--- src/verilog/icache_cfg_pkg.sv ---
package icache_cfg_pkg;

    //////////////////////////////////////////////////
    // cache geometry
    //////////////////////////////////////////////////

    // 4 ways of 64 sets
    localparam int NUM_WAYS = 4;
    localparam int NUM_SETS = 64;
    localparam int WAY_W    = 2;

    // one line holds eight instructions
    localparam int WORDS_PER_LINE = 8;
    localparam int WORD_W         = 32;
    localparam int LINE_W         = WORDS_PER_LINE * WORD_W;

    // address split, tag | index | byte offset
    localparam int TAG_W    = 21;
    localparam int INDEX_W  = 6;
    localparam int OFFSET_W = 5;

endpackage

--- src/verilog/icache_types_pkg.sv ---
package icache_types_pkg;

    // fetch address as seen by the cache
    typedef struct packed {
        logic [icache_cfg_pkg::TAG_W-1:0]    tag;
        logic [icache_cfg_pkg::INDEX_W-1:0]  index;
        logic [icache_cfg_pkg::OFFSET_W-1:0] offset;
    } fetch_addr_t;

    typedef struct packed {
        logic [icache_cfg_pkg::TAG_W-1:0] tag;
    } tag_entry_t;

    // words[0] sits in the low 32 bits of the memory beat
    typedef struct packed {
        logic [icache_cfg_pkg::WORDS_PER_LINE-1:0][icache_cfg_pkg::WORD_W-1:0] words;
    } cache_line_t;

    typedef struct packed {
        logic        valid;
        fetch_addr_t addr;
    } fetch_req_t;

    typedef struct packed {
        logic                              ok1;
        logic                              ok2;
        fetch_addr_t                       pc;
        logic [icache_cfg_pkg::WORD_W-1:0] inst1;
        logic [icache_cfg_pkg::WORD_W-1:0] inst2;
    } fetch_resp_t;

    typedef struct packed {
        logic [icache_cfg_pkg::NUM_WAYS-1:0] we;
        logic [icache_cfg_pkg::INDEX_W-1:0]  index;
        tag_entry_t                          tag;
    } fill_wr_t;

endpackage

--- src/verilog/fetch_req_stage.sv ---
module fetch_req_stage (
    input  logic                                 clk,
    input  logic                                 rst,
    input  logic                                 valid_i,
    input  icache_types_pkg::fetch_addr_t        addr_i,
    input  logic                                 stall_i,
    input  logic                                 done_i,
    output logic                                 rd_en_o,
    output logic [icache_cfg_pkg::INDEX_W-1:0]   rd_index_o,
    output icache_types_pkg::fetch_req_t         req_o
);

    logic                          accept;
    logic                          req_valid_q;
    icache_types_pkg::fetch_addr_t req_addr_q;

    assign accept = valid_i && !stall_i;

    // arrays only read on accept, output holds during a miss
    assign rd_en_o    = accept;
    assign rd_index_o = addr_i.index;

    always_ff @(posedge clk) begin
        if (!rst) begin
            req_valid_q <= 1'b0;
        end else if (!stall_i) begin
            req_valid_q <= valid_i;
        end else if (done_i) begin
            // miss served in this cycle, drop it
            req_valid_q <= 1'b0;
        end
    end

    always_ff @(posedge clk) begin
        if (accept) begin
            req_addr_q <= addr_i;
        end
    end

    assign req_o = '{valid: req_valid_q, addr: req_addr_q};

endmodule

--- config.mk ---
export PLATFORM = sky130hd
export DESIGN_NAME = fetch_req_stage
export DESIGN_NICKNAME = d
export VERILOG_FILES = /design/src/verilog/icache_cfg_pkg.sv /design/src/verilog/icache_types_pkg.sv /design/src/verilog/fetch_req_stage.sv
export SDC_FILE = /design/constraint.sdc
export NUM_CORES = 1
export LEC_CHECK = 0
export ABC_AREA = 1
export BUFFER_PORTS_ARGS = -buffer_cell sky130_fd_sc_hd__buf_2
export CAP_MARGIN = 20
export CORE_ASPECT_RATIO = 0.6
export CORE_MARGIN = 3
export CORE_UTILIZATION = 41
export CTS_BUF_LIST = sky130_fd_sc_hd__clkbuf_2
export DETAILED_ROUTE_END_ITERATION = 10
export GPL_TIMING_DRIVEN = 0
export PLACE_DENSITY_LB_ADDON = 0.15
export SLEW_MARGIN = 0
export SYNTH_ARGS = -nofsm -noshare
export SYNTH_HDL_FRONTEND = slang
export SYNTH_SLANG_ARGS = --single-unit
--- constraint.sdc ---
create_clock -name clk -period 1.85 [get_ports clk]
set_clock_uncertainty 0.05 [all_clocks]
set_input_delay 0.2775 -clock clk [delete_from_list [all_inputs] [get_ports clk]]
set_output_delay 0.2775 -clock clk [all_outputs]
set_load 0.005 [all_outputs]
Word-level counts from Yosys, hierarchy flattened:

Cells that the tools add are included.

* bits in registers: 33
* output and inout port bits: 40
* logic and storage cells: 9

* eq/ne operators: 1
* muxes and demuxes: 2
* reductions and logical operators: 2

Operators with widths (number)
* 2-to-1 mux 1 bit: 2
* != test 2 x 1 -> 1 bit (second input constant): 1
* logical AND 1 bit: 1
* zero test 1 bit: 1

Longest topological paths before layout:

Gate-level depths: netlist (run 1).

* word-level depth: 2
* gate-level depth with buffers: 3
* depth with buffers taken out: 3

Worst setup path after synthesis (run 1):

OpenSTA, ideal clock, no wires.

* path kind: input to register
* start: input stall_i
* end: register req_addr_q, in the netlist req_o[0], enable pin
* setup time: 0.388 ns
* arrival time: 1.042 ns
* required time: 1.412 ns
* slack: 0.369 ns
* stages on the path: 3
* cell sequence: inv_1 > nand2_2 > inv_1

* cells in the longest elaborated chain, start to end: 2

RTL lines
* start: declaration: line fetch_req_stage.sv:6 `input logic stall_i,`
* zero test 1 bit
* logical AND 1 bit: line fetch_req_stage.sv:17 `assign accept = valid_i && !stall_i;`
* via rd_en_o: line fetch_req_stage.sv:8 `output logic rd_en_o,`
* end signal: assignment: line fetch_req_stage.sv:36 `req_addr_q <= addr_i;`
* end: declaration: line fetch_req_stage.sv:15 `icache_types_pkg::fetch_addr_t req_addr_q;`

The timed path passes the listed nets, and every way through them passes these cells.
A chain may end at the register's enable or synchronous reset.

Worst setup path after layout (run 1):

* start: input stall_i
* end: output rd_en_o

* cells in the longest elaborated chain, start to end: 2

RTL lines (line)
* zero test 1 bit
* logical AND 1 bit: fetch_req_stage.sv:17
* end: declaration: fetch_req_stage.sv:8

Every way passes these cells.

==> results.py, run 1 <==
metrics = {
    "cells_and_area": {
        "utilization_pct": 75.08,
        "seq_area_um2": 980.9,
        "finalNetCount": 185,
        "num_antenna_cells": 0,
        "stdcell_count": 179,
        "stdcell_area_mm2": 0.001734,
        "final.fill_count": 159,
        "area_growth_pct": 62.29,
        "multiInputGateArea_um2": 20.02,
        "drive_gt1_share_pct": 62.42,
    },
    "cts": {
        "cts-root-buf": "clkbuf_2",
        "h-tree-depth": 2,
        "clkTransAtPathRegs_ns": 0.16,
        "cts_buffers": 5,
        "clk_path_buf_depth": 2,
        "clock_sinks": 33,
        "cts_tree": "yes",
        "clock_latency_ns": 0.34,
    },
    "route": {
        "ant_nets": 0,
        "num_vias": 754,
        "dr_wl_met3_um": 263,
        "drt_wl_total_mm": 2.468,
        "m1WireLength_mm": 1.003,
        "dr.pass1.iters": 4,
        "routedWlPerCell_um": 13.79,
        "post-route-drc-count": 0,
        "routed.top_layer": "met4",
        "dr.first_iter.drc_count": 55,
        "vias_per_cell": 4.212,
        "met2RoutedLength_mm": 1.166,
    },
    "logic_synthesis": {
        "syn-mean-instance-area_um2": 22.73,
        "synth_seq_area_share_pct": 91.80,
        "netlist_instances": 47,
        "yosys.area.top_type": "edfxtp_1",
        "syn-cell-area_mm2": 0.001069,
        "synthesis.nets": 84,
        "async_flop_share_pct": 0,
        "synth_seq_cells": 33,
        "synth_commonest_cells": "edfxtp_1, buf_4, inv_1",
        "yosysWarnings": 0,
        "synth_cell_types": 7,
        "synth_flop_cell": "edfxtp_1",
        "yosysMostFrequentCell": "edfxtp_1",
        "yosysTopAreaCellShare_pct": 89.93,
        "synth_edf_count": 32,
        "yosys-top-cells-area": "edfxtp_1, buf_4, dfxtp_1",
    },
    "sta": {
        "finalSetupViolations": 0,
        "fin_crit_ns": 1.701,
        "period_share_pct": 91.92,
        "fmax_mhz": 588.0,
        "tightest_slew_ns": 0.6539,
        "finalMaxSlewViolations": 0,
        "rsz0062_at_grt": "false",
        "relSlewSlack_pct": 56.31,
        "hold_violations": 0,
    },
    "pwr": {
        "leakage_nw": 0.7801,
        "power_density_mw_per_mm2": 866.7,
        "power_mw": 1.503,
        "ir_worst_vdd_mv": 0.4782,
    },
    "place": {
        "place_area_mm2": 0.001486,
        "portBuffers": 76,
        "gp_congestion": 0.7147,
        "place_inst": 153,
        "post-dp-hpwl_mm": 1.734,
    },
    "critical_path": {
        "end_kind": "output port",
        "critPathMaxStageDelay_ns": 0.54,
        "crit_chain": "buf_2 > inv_1 > nand2_2 > clkinvlp_4 > buf_2",
        "path_delay_family": "buffers and inverters",
        "critical_path_required_ns": 1.52,
        "cp-start-kind": "input port",
        "path_max_fanout": 33,
        "crit_arrival_ns": 1.37,
        "crit_slowest_cell": "clkinvlp_4",
        "path_class": "in2out",
        "critPathBufInv": 4,
        "cp_common_cell": "buf_2",
    },
    "global_routing": {
        "grt_pass1_vias": 662,
        "track_usage_pct": 14.64,
        "grt_max_degree": 34,
        "grt_overflow": 0,
        "antenna_found_initial": 0,
        "grt_pass1_wl_mm": 3.298,
    },
    "die": {
        "die_y_um": 45.55,
        "start_util_pct": 46.26,
        "die-area_mm2": 0.003275,
        "core_mm2": 0.002310,
        "die_w_um": 71.91,
        "fp-row-count": 13,
        "pin_count": 77,
    },
    "run": {
        "max_cap_violations": 0,
    },
    "run_status": {
        "status": "finished clean",
    },
    "hold_path": {
        "hold_class": "in2reg",
    },
}
final timing paths:
| kind | startpoint | to | slack (ns) | cells past startpoint |
|---|---|---|---|---|
| setup / recovery | stall_i | rd_en_o | 0.15 | 5 |
| hold / removal | addr_i[30] | req_o[30] | 0.04 | 1 |
| setup reg to reg | req_valid_q | req_valid_q | 1.19 | 2 |
| hold reg to reg | req_valid_q | req_valid_q | 0.45 | 2 |
per-stage QoR:
stage	hold slack (ns)	TNS, ns	setup slack, ns
2_1_floorplan	0.3264	0	0.3695
3_3_place_gp	0.4050	-0.06674	-0.06674
3_5_place_dp	0.4056	-0.1172	-0.1172
4_1_cts	0.003476	0	0.1208
5_1_grt	-0.003978	0	0.02006
6_report	0.03697	0	0.1494
worst register-to-register path: cells and delay by family (launching register included):
kind            cells  cell delay, ns
simple gates        1            0.09
flops               1            0.36
compound gates      1            0.11
final cells by class:
type                       count  area share (%)
clock buffer                   6           1.732
inverter                       4           1.082
multi-input combinational      3           1.154
tap                           30           2.165
timing repair buffer          94           32.32
sequential                    33           56.57
buffer                         7           3.030
clock inverter                 2           1.948
power by group:
part / internal (mW) / switching (mW)
Sequential: 0.874 / 0.0125
Clock: 0.231 / 0.225
Combinational: 0.0965 / 0.0635
Total: 1.20 / 0.301
routing by layer:
layer  vias to the layer above  track usage (%)
li1                        367                -
met1                       335            18.55
met2                        48            20.44
met3                         4            6.388
met4                         0            10.11
met5                         -                0
cells in the final DEF (no fill, tap or decap), drive strengths merged:
cell	Yosys	routed
a21oi	1	1
buf	7	83
bufinv	0	1
clkbuf	0	6
clkinv	0	1
clkinvlp	0	1
dfxtp	1	1
dlygate4sd3	0	18
edfxtp	32	32
inv	4	3
nand2	1	1
nand3	1	1
state kept, by name, indices dropped and copies added, names as in the netlist:
name         count
req_o           32
req_valid_q      1
cells by family (layout without fill, tap and decap cells):
kind of cell           Yosys count  count (layout)  share of synthesized area (%)
AOI/OAI and AO/OA                1               1                         0.8198
and+or+nand+nor                  2               2                          1.054
DFF                             33              33                          91.80
buffers and inverters           11             113                          6.323
what timing repair did:
action / 4_1_cts / 5_1_grt
gates resized for setup: 1 / 0
endpoints found under the hold margin: 0 / 18
setup endpoints to repair: 1 / 0
setup buffers: 0 / 0
hold buffers: 0 / 18
Power figures use the tool's default switching activity.
==> inputs of run 2 (changes only) <==
--- a/config.mk
+++ b/config.mk
@@ -10,11 +10,12 @@
 export CAP_MARGIN = 20
 export CORE_ASPECT_RATIO = 0.6
 export CORE_MARGIN = 3
-export CORE_UTILIZATION = 41
-export CTS_BUF_LIST = sky130_fd_sc_hd__clkbuf_2
+export CORE_UTILIZATION = 39
+export CTS_BUF_LIST = sky130_fd_sc_hd__clkbuf_16
 export DETAILED_ROUTE_END_ITERATION = 10
 export GPL_TIMING_DRIVEN = 0
 export PLACE_DENSITY_LB_ADDON = 0.15
+export SKIP_CTS_REPAIR_TIMING = 1
 export SLEW_MARGIN = 0
 export SYNTH_ARGS = -nofsm -noshare
 export SYNTH_HDL_FRONTEND = slang
==> run 2 against run 1 <==
First-iteration DRC count up 7.3%. Utilization down 9.4 points. Total power up 27%. Largest cell class unchanged.
==> results.py, run 2 (synthesis gave the netlist of run 1 again) <==
metrics = {
    "sta": {
        "tns_ns": 0,
        "hold_violations": 0,
        "finalMaxSlewViolations": 0,
        "fmax_mhz": 599.9,
        "whs_ns": 0.1290,
        "relSlewSlack_pct": 58.15,
        "tightest_slew_ns": 0.6270,
        "finalSetupViolations": 0,
        "period_share_pct": 90.10,
        "fin_crit_ns": 1.667,
        "rsz0062_at_grt": "false",
    },
    "run_status": {
        "status": "finished clean",
    },
    "cts": {
        "clock_latency_ns": 0.26,
        "clk_path_buf_depth": 2,
        "cts-root-buf": "clkbuf_16",
        "clock_sinks": 33,
        "h-tree-depth": 2,
        "cts_buffers": 5,
        "cts_tree": "yes",
        "clkTransAtPathRegs_ns": 0.05,
    },
    "route": {
        "routedWlPerCell_um": 13.43,
        "post-route-drc-count": 0,
        "dr.pass1.iters": 4,
        "drt_wl_total_mm": 2.203,
        "vias_per_cell": 4.189,
        "num_vias": 687,
        "dr.first_iter.drc_count": 59,
        "ant_nets": 0,
    },
    "critical_path": {
        "path_class": "in2out",
        "critical_path_required_ns": 1.52,
        "r2r-start": "req_valid_q",
        "crit_arrival_ns": 1.34,
        "end_kind": "output port",
        "path_max_fanout": 20,
        "critPathLaunch": "stall_i",
        "cp-start-kind": "input port",
    },
    "global_routing": {
        "track_usage_pct": 12.64,
        "grt_pass1_wl_mm": 3.029,
        "grt_pass1_vias": 655,
        "grt_overflow": 0,
        "antenna_found_initial": 0,
        "grt_max_degree": 21,
    },
    "cells_and_area": {
        "stdcell_area_mm2": 0.001679,
        "drive_gt1_share_pct": 69.70,
        "layout_common_cells": "buf_2, edfxtp_1, buf_4",
        "largest_reg_flops": 32,
        "area_growth_pct": 57.14,
        "num_antenna_cells": 0,
        "finalNetCount": 168,
        "stdcell_count": 164,
        "layout_commonest_cell": "buf_2",
    },
    "place": {
        "portBuffers": 76,
        "place_area_mm2": 0.001516,
        "gp_congestion": 0.6531,
        "place_inst": 156,
        "post-dp-hpwl_mm": 1.774,
    },
    "pwr": {
        "power_density_mw_per_mm2": 1139,
        "leakage_nw": 0.7667,
        "ir_worst_vdd_mv": 0.6846,
        "power_mw": 1.912,
    },
    "die": {
        "pin_count": 77,
        "fp-row-count": 14,
        "start_util_pct": 41.78,
        "core_mm2": 0.002557,
        "die_w_um": 73.58,
        "die_y_um": 46.55,
        "die-area_mm2": 0.003425,
    },
    "hold_path": {
        "min_from": "addr_i[23]",
        "hold_class": "in2reg",
    },
    "run": {
        "max_cap_violations": 0,
    },
}
==> run 2: changes by cell type in the layout (fill, tap and decap cells not counted), sizes merged <==
cell | previous run | this run
buf | 83 | 84
clkbuf | 6 | 5
dlygate4sd3 | 18 | 0
clkinvlp | 1 | 0
inv | 3 | 5
==> run 2: area by class of cell <==
cell class,count,area (µm²)
sequential,33,980.9
fill,202,878.3
timing repair buffer,77,407.9
clock buffer,5,125.1
buffer,7,52.55
tap,32,40.04
clock inverter,3,37.54
multi-input combinational,3,20.02
inverter,4,15.01
==> run 2: where the power goes <==
| part | switching (mW) | leakage, nW | internal (mW) |
|---|---|---|---|
| registers | 0.0115 | 0.309 | 0.877 |
| clock network | 0.265 | 0.0826 | 0.624 |
| logic | 0.0579 | 0.375 | 0.0772 |
==> run 2: worst paths after layout <==
path / endpoint / slack (ns) / cells past startpoint
hold / removal: req_o[23] / 0.13 / 1
setup / recovery: rd_en_o / 0.18 / 6
hold reg to reg: req_valid_q / 0.45 / 2
setup reg to reg: req_valid_q / 1.20 / 2
==> run 2: metrics by stage <==
| stage | worst slack, ns | util, % |
|---|---|---|
| floorplan | 0.3695 | - |
| global placement | -0.08824 | 58.22 |
| detailed placement | 0.1562 | 59.30 |
| CTS | 0.1617 | 65.66 |
| global route | 0.09662 | 65.66 |
| finish | 0.1831 | 65.66 |
==> run 2: worst max-delay path, stage by stage <==
cell,delay (ns)
buf_2,0.11
inv_1,0.06
nand2_2,0.06
inv_1,0.46
buf_16,0.24
buf_2,0.13
==> run 2: layer usage <==
layer	up-vias	routed length, µm	part of all wire, %	track usage (%)
li1	334	-	-	-
met1	316	838	38	14.98
met2	35	1130	51	20.60
met3	2	216	9.8	5.882
met4	0	18	0.82	4.332
met5	-	0	0	0
